## config.mk

```make
export PLATFORM = sky130hd
export DESIGN_NAME = calc_top
export DESIGN_NICKNAME = d
export VERILOG_FILES = /design/src/verilog/calc_pkg.sv /design/src/verilog/calc_top.sv /design/src/verilog/calc_core.sv /design/src/verilog/keypad_scanner.sv
export SDC_FILE = /design/constraint.sdc
export NUM_CORES = 1
export LEC_CHECK = 0
export BUFFER_PORTS_ARGS = -buffer_cell sky130_fd_sc_hd__buf_2
export CORE_UTILIZATION = 70
export CTS_CLUSTER_SIZE = 20
export DETAILED_ROUTE_END_ITERATION = 12
export GPL_ROUTABILITY_DRIVEN = 0
export PLACE_DENSITY = 0.89
export SLEW_MARGIN = 20
export SYNTH_ARGS = -nofsm -noshare
export SYNTH_HDL_FRONTEND = slang
export SYNTH_SLANG_ARGS = --single-unit
```

## constraint.sdc

```tcl
create_clock -name clk -period 20 [get_ports clk]
set_clock_uncertainty 0.2 [all_clocks]
set_input_delay 1 -clock clk [delete_from_list [all_inputs] [get_ports clk]]
set_output_delay 1 -clock clk [all_outputs]
set_load 0.05 [all_outputs]
```

## src/verilog/calc_pkg.sv

```systemverilog
`default_nettype none

package calc_pkg;

    // operator codes
    typedef enum logic [1:0] {
        OP_ADD  = 2'b00,
        OP_SUB  = 2'b01,
        OP_MUL  = 2'b10,
        OP_NONE = 2'b11
    } op_t;

    // key index = row*4 + column
    localparam int KEY_W   = 4;
    localparam int DIGIT_W = 4;

    // defaults used by the top level
    localparam int DATA_W_DEF     = 16;
    localparam int MAX_DIGITS_DEF = 4;
    localparam int DEBOUNCE_DEF   = 1_000_000;  // clock cycles
    localparam int SETTLE_DEF     = 4;          // cycles per column

    // keys that are not plain digits
    // digits 1..9 sit on rows 0..2, columns 0..2
    localparam logic [KEY_W-1:0] KEY_ADD   = 4'd3;   // A
    localparam logic [KEY_W-1:0] KEY_SUB   = 4'd7;   // B
    localparam logic [KEY_W-1:0] KEY_MUL   = 4'd11;  // C
    localparam logic [KEY_W-1:0] KEY_NEG   = 4'd12;  // D
    localparam logic [KEY_W-1:0] KEY_ZERO  = 4'd13;
    localparam logic [KEY_W-1:0] KEY_EQUAL = 4'd14;  // '*'
    localparam logic [KEY_W-1:0] KEY_CLEAR = 4'd15;  // '#'

endpackage

`default_nettype wire
```

## src/verilog/calc_top.sv

```systemverilog
`timescale 1ns/1ps
`default_nettype none

module calc_top #(
    parameter int DATA_W          = calc_pkg::DATA_W_DEF,
    parameter int MAX_DIGITS      = calc_pkg::MAX_DIGITS_DEF,
    parameter int DEBOUNCE_CYCLES = calc_pkg::DEBOUNCE_DEF,
    parameter int SETTLE_CYCLES   = calc_pkg::SETTLE_DEF
) (
    input  logic                     clk,
    input  logic                     nRST,
    input  logic [3:0]               row,
    output logic [3:0]               col,
    output logic signed [DATA_W-1:0] display_value,
    output logic                     result_valid,
    output logic                     entry_neg
);
    import calc_pkg::*;

    logic               digit_strobe;
    logic [DIGIT_W-1:0] digit_value;
    logic               op_strobe;
    op_t                op_code;
    logic               neg_strobe;
    logic               equal_strobe;
    logic               clear_strobe;

    keypad_scanner #(
        .DEBOUNCE_CYCLES (DEBOUNCE_CYCLES),
        .SETTLE_CYCLES   (SETTLE_CYCLES)
    ) u_scanner (
        .clk          (clk),
        .nRST         (nRST),
        .row          (row),
        .col          (col),
        .digit_strobe (digit_strobe),
        .digit_value  (digit_value),
        .op_strobe    (op_strobe),
        .op_code      (op_code),
        .neg_strobe   (neg_strobe),
        .equal_strobe (equal_strobe),
        .clear_strobe (clear_strobe)
    );

    calc_core #(
        .DATA_W     (DATA_W),
        .MAX_DIGITS (MAX_DIGITS)
    ) u_core (
        .clk           (clk),
        .nRST          (nRST),
        .digit_strobe  (digit_strobe),
        .digit_value   (digit_value),
        .op_strobe     (op_strobe),
        .op_code       (op_code),
        .neg_strobe    (neg_strobe),
        .equal_strobe  (equal_strobe),
        .clear_strobe  (clear_strobe),
        .display_value (display_value),
        .result_valid  (result_valid),
        .entry_neg     (entry_neg)
    );

endmodule

`default_nettype wire

```

## src/verilog/calc_core.sv

```systemverilog
`timescale 1ns/1ps
`default_nettype none

module calc_core #(
    parameter int DATA_W     = calc_pkg::DATA_W_DEF,
    parameter int MAX_DIGITS = calc_pkg::MAX_DIGITS_DEF
) (
    input  logic                           clk,
    input  logic                           nRST,
    input  logic                           digit_strobe,
    input  logic [calc_pkg::DIGIT_W-1:0]   digit_value,
    input  logic                           op_strobe,
    input  calc_pkg::op_t                  op_code,
    input  logic                           neg_strobe,
    input  logic                           equal_strobe,
    input  logic                           clear_strobe,
    output logic signed [DATA_W-1:0]       display_value,
    output logic                           result_valid,
    output logic                           entry_neg
);
    import calc_pkg::*;

    localparam int CNT_W = $clog2(MAX_DIGITS + 1);

    logic [DATA_W-1:0]        entry_mag;       // magnitude of the typed number
    logic [DATA_W-1:0]        entry_mag_nxt;
    logic                     entry_sign;
    logic [CNT_W-1:0]         digit_cnt;
    logic signed [DATA_W-1:0] entry_val;
    logic signed [DATA_W-1:0] acc;
    logic signed [DATA_W-1:0] eval_val;
    logic signed [DATA_W-1:0] op_lhs;
    op_t                      pend_op;
    logic                     show_result;     // display holds a result

    // everything wraps to DATA_W bits
    function automatic logic signed [DATA_W-1:0] apply_op(
        input logic signed [DATA_W-1:0] lhs,
        input logic signed [DATA_W-1:0] rhs,
        input op_t                      op
    );
        case (op)
            OP_ADD:  apply_op = lhs + rhs;
            OP_SUB:  apply_op = lhs - rhs;
            OP_MUL:  apply_op = lhs * rhs;
            default: apply_op = rhs;          // nothing pending
        endcase
    endfunction

    function automatic logic signed [DATA_W-1:0] signed_entry(
        input logic [DATA_W-1:0] mag,
        input logic              neg
    );
        signed_entry = neg ? -$signed(mag) : $signed(mag);
    endfunction

    assign entry_mag_nxt = entry_mag * DATA_W'(10) + DATA_W'(digit_value);
    assign entry_val     = signed_entry(entry_mag, entry_sign);
    assign eval_val      = apply_op(acc, entry_val, pend_op);
    assign entry_neg     = entry_sign;

    // left operand for a new operator
    assign op_lhs = ((pend_op == OP_NONE) || show_result) ? display_value : eval_val;

    always_ff @(posedge clk or negedge nRST) begin
        if (!nRST) begin
            entry_mag     <= '0;
            entry_sign    <= 1'b0;
            digit_cnt     <= '0;
            acc           <= '0;
            pend_op       <= OP_NONE;
            show_result   <= 1'b0;
            display_value <= '0;
            result_valid  <= 1'b0;
        end else begin
            result_valid <= 1'b0;
            if (clear_strobe) begin
                entry_mag     <= '0;
                entry_sign    <= 1'b0;
                digit_cnt     <= '0;
                acc           <= '0;
                pend_op       <= OP_NONE;
                show_result   <= 1'b0;
                display_value <= '0;
            end else if (digit_strobe) begin
                if (show_result) begin
                    // fresh entry after a result
                    entry_mag     <= DATA_W'(digit_value);
                    entry_sign    <= 1'b0;
                    digit_cnt     <= CNT_W'(1);
                    show_result   <= 1'b0;
                    display_value <= signed_entry(DATA_W'(digit_value), 1'b0);
                end else if (digit_cnt < CNT_W'(MAX_DIGITS)) begin
                    entry_mag     <= entry_mag_nxt;
                    digit_cnt     <= digit_cnt + 1'b1;
                    display_value <= signed_entry(entry_mag_nxt, entry_sign);
                end
            end else if (neg_strobe) begin
                entry_sign    <= ~entry_sign;
                show_result   <= 1'b0;
                display_value <= signed_entry(entry_mag, ~entry_sign);
            end else if (op_strobe) begin
                acc           <= op_lhs;
                pend_op       <= op_code;
                entry_mag     <= '0;
                entry_sign    <= 1'b0;
                digit_cnt     <= '0;
                show_result   <= 1'b0;
                display_value <= op_lhs;
            end else if (equal_strobe) begin
                acc           <= eval_val;
                pend_op       <= OP_NONE;
                entry_mag     <= '0;
                entry_sign    <= 1'b0;
                digit_cnt     <= '0;
                show_result   <= 1'b1;
                display_value <= eval_val;
                result_valid  <= 1'b1;    // same cycle as the new value
            end
        end
    end

endmodule

`default_nettype wire

```

## src/verilog/keypad_scanner.sv

```systemverilog
`timescale 1ns/1ps
`default_nettype none

module keypad_scanner #(
    parameter int DEBOUNCE_CYCLES = calc_pkg::DEBOUNCE_DEF,
    parameter int SETTLE_CYCLES   = calc_pkg::SETTLE_DEF
) (
    input  logic                           clk,
    input  logic                           nRST,
    input  logic [3:0]                     row,           // active low
    output logic [3:0]                     col,           // active low, one at a time
    output logic                           digit_strobe,
    output logic [calc_pkg::DIGIT_W-1:0]   digit_value,
    output logic                           op_strobe,
    output calc_pkg::op_t                  op_code,
    output logic                           neg_strobe,
    output logic                           equal_strobe,
    output logic                           clear_strobe
);
    import calc_pkg::*;

    localparam int SET_W = (SETTLE_CYCLES > 1) ? $clog2(SETTLE_CYCLES) : 1;
    localparam int DB_W  = $clog2(DEBOUNCE_CYCLES + 1);

    typedef enum logic [1:0] {
        SCAN,
        DEBOUNCE,
        EMIT,
        RELEASE
    } state_t;

    state_t state;

    logic [3:0]         row_meta;
    logic [3:0]         row_sync;
    logic [1:0]         col_idx;
    logic [1:0]         col_idx_nxt;
    logic [SET_W-1:0]   settle_cnt;
    logic               col_last;
    logic [1:0]         samp_vld;      // col_last delayed to line up with row_sync
    logic [1:0]         idx_d1;
    logic [1:0]         idx_d2;
    logic [15:0]        key_acc;       // matrix being assembled
    logic [15:0]        key_matrix;    // key_acc merged with the current sample
    logic               scan_done;
    logic               single_key;
    logic [KEY_W-1:0]   scan_key;
    logic [KEY_W-1:0]   cand_key;
    logic [DB_W-1:0]    db_cnt;
    logic               db_done;

    logic               dec_digit;
    logic               dec_op;
    logic               dec_neg;
    logic               dec_equal;
    logic               dec_clear;
    logic [DIGIT_W-1:0] dec_value;
    op_t                dec_op_code;

    always_ff @(posedge clk or negedge nRST) begin
        if (!nRST) begin
            row_meta <= 4'hF;
            row_sync <= 4'hF;
        end else begin
            row_meta <= row;       // two-flop synchronizer
            row_sync <= row_meta;
        end
    end

    assign col_last    = (settle_cnt == SET_W'(SETTLE_CYCLES - 1));
    assign col_idx_nxt = col_last ? col_idx + 2'd1 : col_idx;

    always_ff @(posedge clk or negedge nRST) begin
        if (!nRST) begin
            settle_cnt <= '0;
            col_idx    <= 2'd0;
            col        <= 4'b1111;
        end else begin
            settle_cnt <= col_last ? '0 : settle_cnt + 1'b1;
            col_idx    <= col_idx_nxt;
            col        <= ~(4'b0001 << col_idx_nxt);
        end
    end

    // the rows seen in a column's last cycle reach row_sync two cycles later
    always_ff @(posedge clk or negedge nRST) begin
        if (!nRST) begin
            samp_vld <= 2'b00;
            idx_d1   <= 2'd0;
            idx_d2   <= 2'd0;
            key_acc  <= 16'd0;
        end else begin
            samp_vld <= {samp_vld[0], col_last};
            idx_d1   <= col_idx;
            idx_d2   <= idx_d1;
            if (samp_vld[1])
                key_acc <= key_matrix;
        end
    end

    always_comb begin
        key_matrix = key_acc;
        for (int r = 0; r < 4; r++) begin
            key_matrix[r*4 + idx_d2] = ~row_sync[r];
        end
    end

    always_comb begin
        scan_key = '0;
        for (int i = 0; i < 16; i++) begin
            if (key_matrix[i])
                scan_key = KEY_W'(i);
        end
    end

    assign scan_done  = samp_vld[1] && (idx_d2 == 2'd3);  // last column of a scan
    assign single_key = (|key_matrix) && ((key_matrix & (key_matrix - 16'd1)) == 16'd0);
    assign db_done    = (db_cnt == DB_W'(DEBOUNCE_CYCLES));

    always_ff @(posedge clk or negedge nRST) begin
        if (!nRST) begin
            state    <= SCAN;
            cand_key <= '0;
            db_cnt   <= '0;
        end else begin
            case (state)
                SCAN: begin
                    if (scan_done && single_key) begin
                        cand_key <= scan_key;
                        db_cnt   <= '0;
                        state    <= DEBOUNCE;
                    end
                end
                DEBOUNCE: begin
                    if (!db_done)
                        db_cnt <= db_cnt + 1'b1;
                    if (scan_done) begin
                        if (!single_key) begin
                            state <= SCAN;            // released or several keys
                        end else if (scan_key != cand_key) begin
                            cand_key <= scan_key;     // other key, start over
                            db_cnt   <= '0;
                        end else if (db_done) begin
                            state <= EMIT;
                        end
                    end
                end
                EMIT: begin
                    state <= RELEASE;
                end
                RELEASE: begin
                    if (scan_done && (key_matrix == 16'd0))
                        state <= SCAN;
                end
                default: state <= SCAN;
            endcase
        end
    end

    always_comb begin
        dec_digit   = 1'b0;
        dec_op      = 1'b0;
        dec_neg     = 1'b0;
        dec_equal   = 1'b0;
        dec_clear   = 1'b0;
        dec_value   = '0;
        dec_op_code = OP_NONE;
        case (cand_key)
            KEY_ADD: begin
                dec_op      = 1'b1;
                dec_op_code = OP_ADD;
            end
            KEY_SUB: begin
                dec_op      = 1'b1;
                dec_op_code = OP_SUB;
            end
            KEY_MUL: begin
                dec_op      = 1'b1;
                dec_op_code = OP_MUL;
            end
            KEY_NEG:   dec_neg   = 1'b1;
            KEY_ZERO:  dec_digit = 1'b1;
            KEY_EQUAL: dec_equal = 1'b1;
            KEY_CLEAR: dec_clear = 1'b1;
            default: begin
                dec_digit = 1'b1;
                dec_value = {2'b00, cand_key[3:2]} * 4'd3 + {2'b00, cand_key[1:0]} + 4'd1;
            end
        endcase
    end

    always_ff @(posedge clk or negedge nRST) begin
        if (!nRST) begin
            digit_strobe <= 1'b0;
            op_strobe    <= 1'b0;
            neg_strobe   <= 1'b0;
            equal_strobe <= 1'b0;
            clear_strobe <= 1'b0;
        end else begin
            digit_strobe <= (state == EMIT) && dec_digit;
            op_strobe    <= (state == EMIT) && dec_op;
            neg_strobe   <= (state == EMIT) && dec_neg;
            equal_strobe <= (state == EMIT) && dec_equal;
            clear_strobe <= (state == EMIT) && dec_clear;
        end
    end

    always_ff @(posedge clk) begin
        if (state == EMIT) begin
            digit_value <= dec_value;
            op_code     <= dec_op_code;
        end
    end

endmodule

`default_nettype wire

```

Yosys cells after proc, flatten, opt, wreduce, memory -nomap -nowiden. Cells that the tools add are included.

Output and inout bits: 22. Bits in read-only memories: 0. Register bits: 131. Bits of input ports: 6. Memories: 0. Bits in latches: 0. Bits in writable memories: 0. Logic and storage cells: 227.

$add $sub $neg: 15. $mul: 3. Bitwise gates (word level): 7. Divide/modulo/power cells: 0. Magnitude comparators: 9. Muxes and demuxes: 103. Shift operators: 1. Equal/unequal tests: 29. Reductions and logical operators: 33.

Operators by type and width (count): $mux 16 (21); $mux 20 (5); $ge 32x1->1 const B (3); $lt 32x5->1 const B (3); $bwmux 16 (4); $mux 4 (12); $pmux 16 s3 (1); $pmux 20 s2 (1); $mux 3 (11); $logic_not 16->1 (2); $neg 16->16 (2); $mux 2 (15); $mux 1 (26); $add 20x1->20 const B (1); $eq 20x20->1 const B (1); $eq 4x4->1 const B (5); $add 16x16->16 (1); $add 16x4->16 (1); $and 16x16->16 (1); $mul 16x16->16 (1); $mul 16x3->15 const B (1); $reduce_or 16->1 (1); $sub 16x1->16 const B (1); $sub 16x16->16 (1); other kinds (41) (79).

Logic depth before layout (Yosys ltp).
Word-level depth: 28. Gate-level depth with buffers: 31. Gate-level depth less buffers: 29.

By module. From an unflattened synthesis, not the netlist that was laid out.

Cells, all modules: 1790. Area total of the unflattened synthesis: 14976.9 µm².

Modules (own cells, without submodules): calc_core (area each 10203.5 µm², sequential area each 1403.8 µm², times used 1, cells an instance 1250); keypad_scanner (area each 4773.3 µm², sequential area each 1921.8 µm², times used 1, cells an instance 540).

Least setup slack after synthesis. OpenSTA, ideal clock, no wires.

Kind: register to register. Start point: register u_core.entry_mag[0]. End point: register u_core.display_value[14]. Arrival time: 7.262 ns. Path slack: 12.471 ns. Stages on the path, launching flop included: 29. Buffers on the path: 3. Path through: dfrtp_1 -> clkbuf_1 -> clkbuf_1 -> inv_1 -> ha_1 -> nor2b_1 -> a21o_1 -> xor2_1 -> clkbuf_1 -> nor2b_1 -> fa_1 -> inv_1 -> fa_1 -> fa_1 -> fa_1 -> inv_1 -> fa_1 -> inv_1 -> fa_1 -> inv_1 -> ha_1 -> nor2b_1 -> a311oi_1 -> o21bai_1 -> a21oi_1 -> xor2_1 -> a221o_1 -> a221oi_1 -> a22o_1.

Longest elaborated chain between the ends: 9. Elaborated cells between the ends (all ways): 19.

RTL lines: start, declared (line calc_core.sv:25) `logic [DATA_W-1:0] entry_mag;`; start signal, assigned (line calc_core.sv:88) `entry_mag <= DATA_W'(digit_value);`; start signal, assigned (line calc_core.sv:94) `entry_mag <= entry_mag_nxt;`; branches (longest 7 deep; another with $mul 16x3->15); $mux 16 (*) (line calc_core.sv:85) `end else if (digit_strobe) begin`; $mux 16 (*) (line calc_core.sv:77) `if (clear_strobe) begin`; end signal, assigned (line calc_core.sv:92) `display_value <= signed_entry(DATA_W'(digit_value), 1'b0);`; end signal, assigned (line calc_core.sv:96) `display_value <= signed_entry(entry_mag_nxt, entry_sign);`; end signal, assigned (line calc_core.sv:101) `display_value <= signed_entry(entry_mag, ~entry_sign);`; end, declared (line calc_core.sv:17) `output logic signed [DATA_W-1:0] display_value,`.

Mark *: on every way between the ends. The select of a mux whose other input is x is not followed. A chain may end at the register's enable or synchronous reset.

Worst setup path after layout.
Start point: register u_core.entry_mag[1]. End point: register u_core.display_value[14].

Same word-level chain as after synthesis.

==> results.ini <==
[status]
status=finished, final reports clean

[synth]
synth_seq_cells=131
synth.yosys.seq_area_share_pct=23.76
ys.flop_type=dfrtp_1
netlist_area_mm2=0.01400
synth_cell_type_count=80
ys_warn_count=0
syn_avg_cell_area_um2=8.452
synth_top_area_share_pct=19.85
syn_nets=1863
async_reset_ff_share_pct=95.42
synth_cells=1656
yosys-top-cells-area=dfrtp_1 (20%), fa_1 (12%), ha_1 (10%)
yosysTopAreaCell=dfrtp_1
synth_edf_count=6

[sta]
holdWs_ns=0.1536
finalHoldViolations=0
setup_violations=0
slew_viol_final=0
timing.slew.headroom_pct=34.66
finalCritPeriodShare_pct=38.10
min_period_ns=7.620
tightest_slew_ns=0.9801
grt_setup_unrepaired=no
tns_ns=0
clock.fmax_ghz=0.1312

[routing]
num_vias=12425
wl_per_cell_um=19.69
drt_pre_antenna_iters=6
drt-total-wl_um=37770
drt-initial-drc-count=1139
ant_nets=0
drc=0
avgViaCountPerCell=6.478

[placement]
io_buffers=27
dp_hpwl_um=27270
post-place-cells=1885

[min_path]
hp-class=flop to flop
min_from=u_scanner.idx_d1[1]$_DFF_PN0_
hold-path-endpoint=u_scanner.idx_d2[1]$_DFF_PN0_
hold_depth=0

[floorplanning]
die_y_um=143.4
start_util_pct=71.68
ios=28
num_rows=51
core_area_mm2=0.01953
die_area_mm2=0.02056
chipWidth_um=143.4

[worst_setup_path]
rr_worst_depth=26
critPathCaptureType=flop
worstSetupStartpointType=flop
arrival_ns=7.79
rrSetupSlack_ns=12.38
worstSetupPathType=flop to flop
r2r_end=u_core.display_value[14]$_DFFE_PN0P_
r2r-start=u_core.entry_mag[1]$_DFFE_PN0P_
required_ns=20.17
worst-path-max-fanout=13

[layout]
syn_to_final_growth_pct=6.481
nets=1846
fin_cells=1918
drive_above_1_share_pct=7.809
fillers=1322

[clocking]
clkSlewWorstSetupHoldPaths_ns=0.07
root_buffer=clkbuf_16
cts_setup_buffers=0
holdBufCountCts=0
cts-resized-gates=0
cts.path.max_buffers=2
htreeDepth=4
cts.sinks=131
tritoncts=built
clk_latency_ns=0.43
cts_buffers=17

[power]
power.total_mw=0.6203
leakage_nw=6.964
powerDensity_mw_per_mm2=41.62
ir_drop_uv=60.77

[global_route]
grt_use_total_pct=38.57
antenna_found_initial=1
grt_max_degree=70
grt_overflow=0
grt_pass1_wl_um=61330
grt_pass1_vias=12506

[flow_run]
cap_violations=0

==> power breakdown <==
group | leakage [nW] | switching (mW) | internal (mW) | total (mW)
Clock | 0.299 | 0.129 | 0.201 | 0.331
Combinational | 4.97 | 0.0107 | 0.00499 | 0.0157
Sequential | 1.70 | 0.00390 | 0.270 | 0.274
Total | 6.96 | 0.144 | 0.476 | 0.620
==> stage by stage <==
stage | worst slack (ns) | instance area (µm²) | utilization (%)
2_1_floorplan | 12.47 | 14000 | -
3_3_place_gp | 12.66 | 14270 | 73.09
4_1_cts | 12.45 | 14890 | 76.26
3_5_place_dp | 12.53 | 14270 | 73.10
5_1_grt | 12.02 | 14900 | 76.31
6_report | 12.38 | 14900 | 76.32
==> critical path: stages, from the launching register on <==
cell	delay, ns
dfrtp_1	0.48
inv_1	0.14
ha_1	0.22
nor2b_1	0.35
a21o_1	0.18
xor2_1	0.14
buf_4	0.23
nor2b_1	0.09
fa_1	0.54
inv_1	0.05
fa_1	0.56
fa_1	0.44
fa_1	0.50
inv_1	0.06
fa_1	0.53
inv_1	0.05
fa_1	0.53
inv_1	0.04
ha_1	0.34
nor2b_1	0.16
a311oi_1	0.40
o21bai_1	0.10
a21oi_1	0.19
xor2_1	0.13
a221o_1	0.35
a221oi_1	0.35
a22o_1	0.18
==> routing by layer <==
layer	vias up	GRT usage, %	wire length [µm]	share of wire (%)
met5	-	0	0	0
met3	212	7.997	3430	9.1
met2	683	64.72	18110	48
li1	5546	-	-	-
met1	5984	45.25	13930	37
met4	0	24.13	2296	6.1
==> cell usage after synthesis, types with 7 or more instances <==
cell        n
a31oi_1    23
and2_1     46
xor2_1     54
nand4_1    13
nor2b_1    35
o21bai_1    7
a21o_1     18
a22o_1     20
o31ai_1    16
nand2_1   191
fa_1       84
nand3b_1    7
dfrtp_1   111
nor3_1     28
nor4_1      7
o211ai_1   17
or2_2      11
buf_2      10
mux2i_1    17
o21ai_0   113
inv_1     166
nand2b_1   26
a21oi_1    62
ha_1      117
and3_1     12
nand3_1    21
dfstp_2    14
buf_1       7
or3_1      11
clkbuf_1   59
a21boi_0    8
nor2_1    123
xnor2_1    94
==> kinds of logic after synthesis <==
family	count (synthesis)	synth area share [%]
buffers and inverters	246	6.776
AO/OA/AOI/OAI	346	15.84
multiplexers	22	1.618
AND/OR/NAND/NOR	557	19.52
flip-flops	131	23.76
adder cells (fa/ha/maj)	201	22.47
XOR/XNOR	153	10.01
==> placed cells by master (no fill, tap or decap), drive strengths merged, types with 6 or more instances in the layout <==
cell type,instances
a31oi,23
clkbuf,19
or4,7
or2,11
o21bai,7
ha,117
nor2,124
o211ai,17
xor2,55
and3,12
inv,170
nor4,8
xnor2,96
a21boi,8
nor3,32
a21o,18
dfrtp,111
nor2b,35
nand4,13
buf,44
dfstp,14
and2,46
o21ai,117
nand2b,26
nand3b,7
nand2,193
or3,11
o31ai,16
nand3,21
a22o,20
a21oi,62
edfxtp,6
fa,84
mux2i,17
==> worst max path at each step <==
stage | cells past startpoint | endpoint | from
finish | 26 | u_core.display_value[14]$_DFFE_PN0P_ | u_core.entry_mag[1]$_DFFE_PN0P_
global route | 27 | u_core.display_value[15]$_DFFE_PN0P_ | u_core.entry_mag[1]$_DFFE_PN0P_
CTS | 27 | u_core.display_value[15]$_DFFE_PN0P_ | u_core.entry_mag[1]$_DFFE_PN0P_
detailed placement | 24 | u_core.display_value[15]$_DFFE_PN0P_ | u_core.entry_mag[6]$_DFFE_PN0P_
global placement | 24 | u_core.display_value[15]$_DFFE_PN0P_ | u_core.entry_mag[6]$_DFFE_PN0P_
floorplan | 28 | u_core.display_value[14]$_DFFE_PN0P_ | u_core.entry_mag[0]$_DFFE_PN0P_
==> area by class of cell <==
class                           instances  area [µm²]  area share (%)
Multi-Input combinational cell       1279        9738           65.34
Inverter                              166       623.1           4.181
Clock buffer                           19       442.9           2.972
Timing Repair Buffer                   44       265.3           1.780
Antenna cell                            1       2.502         0.01679
Tap cell                              265       331.6           2.225
Sequential cell                       131        3326           22.32
Clock inverter                         13       173.9           1.167
==> registers in the layout, indices dropped and copies added, names as in the netlist, 2 cells and up, named ones only <==
register and cells:
u_scanner.col 4, u_core.pend_op 2, u_core.entry_mag 16, u_scanner.col_idx 2
u_scanner.op_code 2, u_scanner.idx_d1 2, u_scanner.samp_vld 2, u_scanner.db_cnt 20
u_scanner.row_sync 4, u_scanner.settle_cnt 2, u_scanner.cand_key 4, u_core.display_value 16
u_core.acc 16, u_scanner.idx_d2 2, u_scanner.digit_value 4, u_scanner.row_meta 4
u_core.digit_cnt 3, u_scanner.key_acc 16
Power figures use the tool's default switching activity.
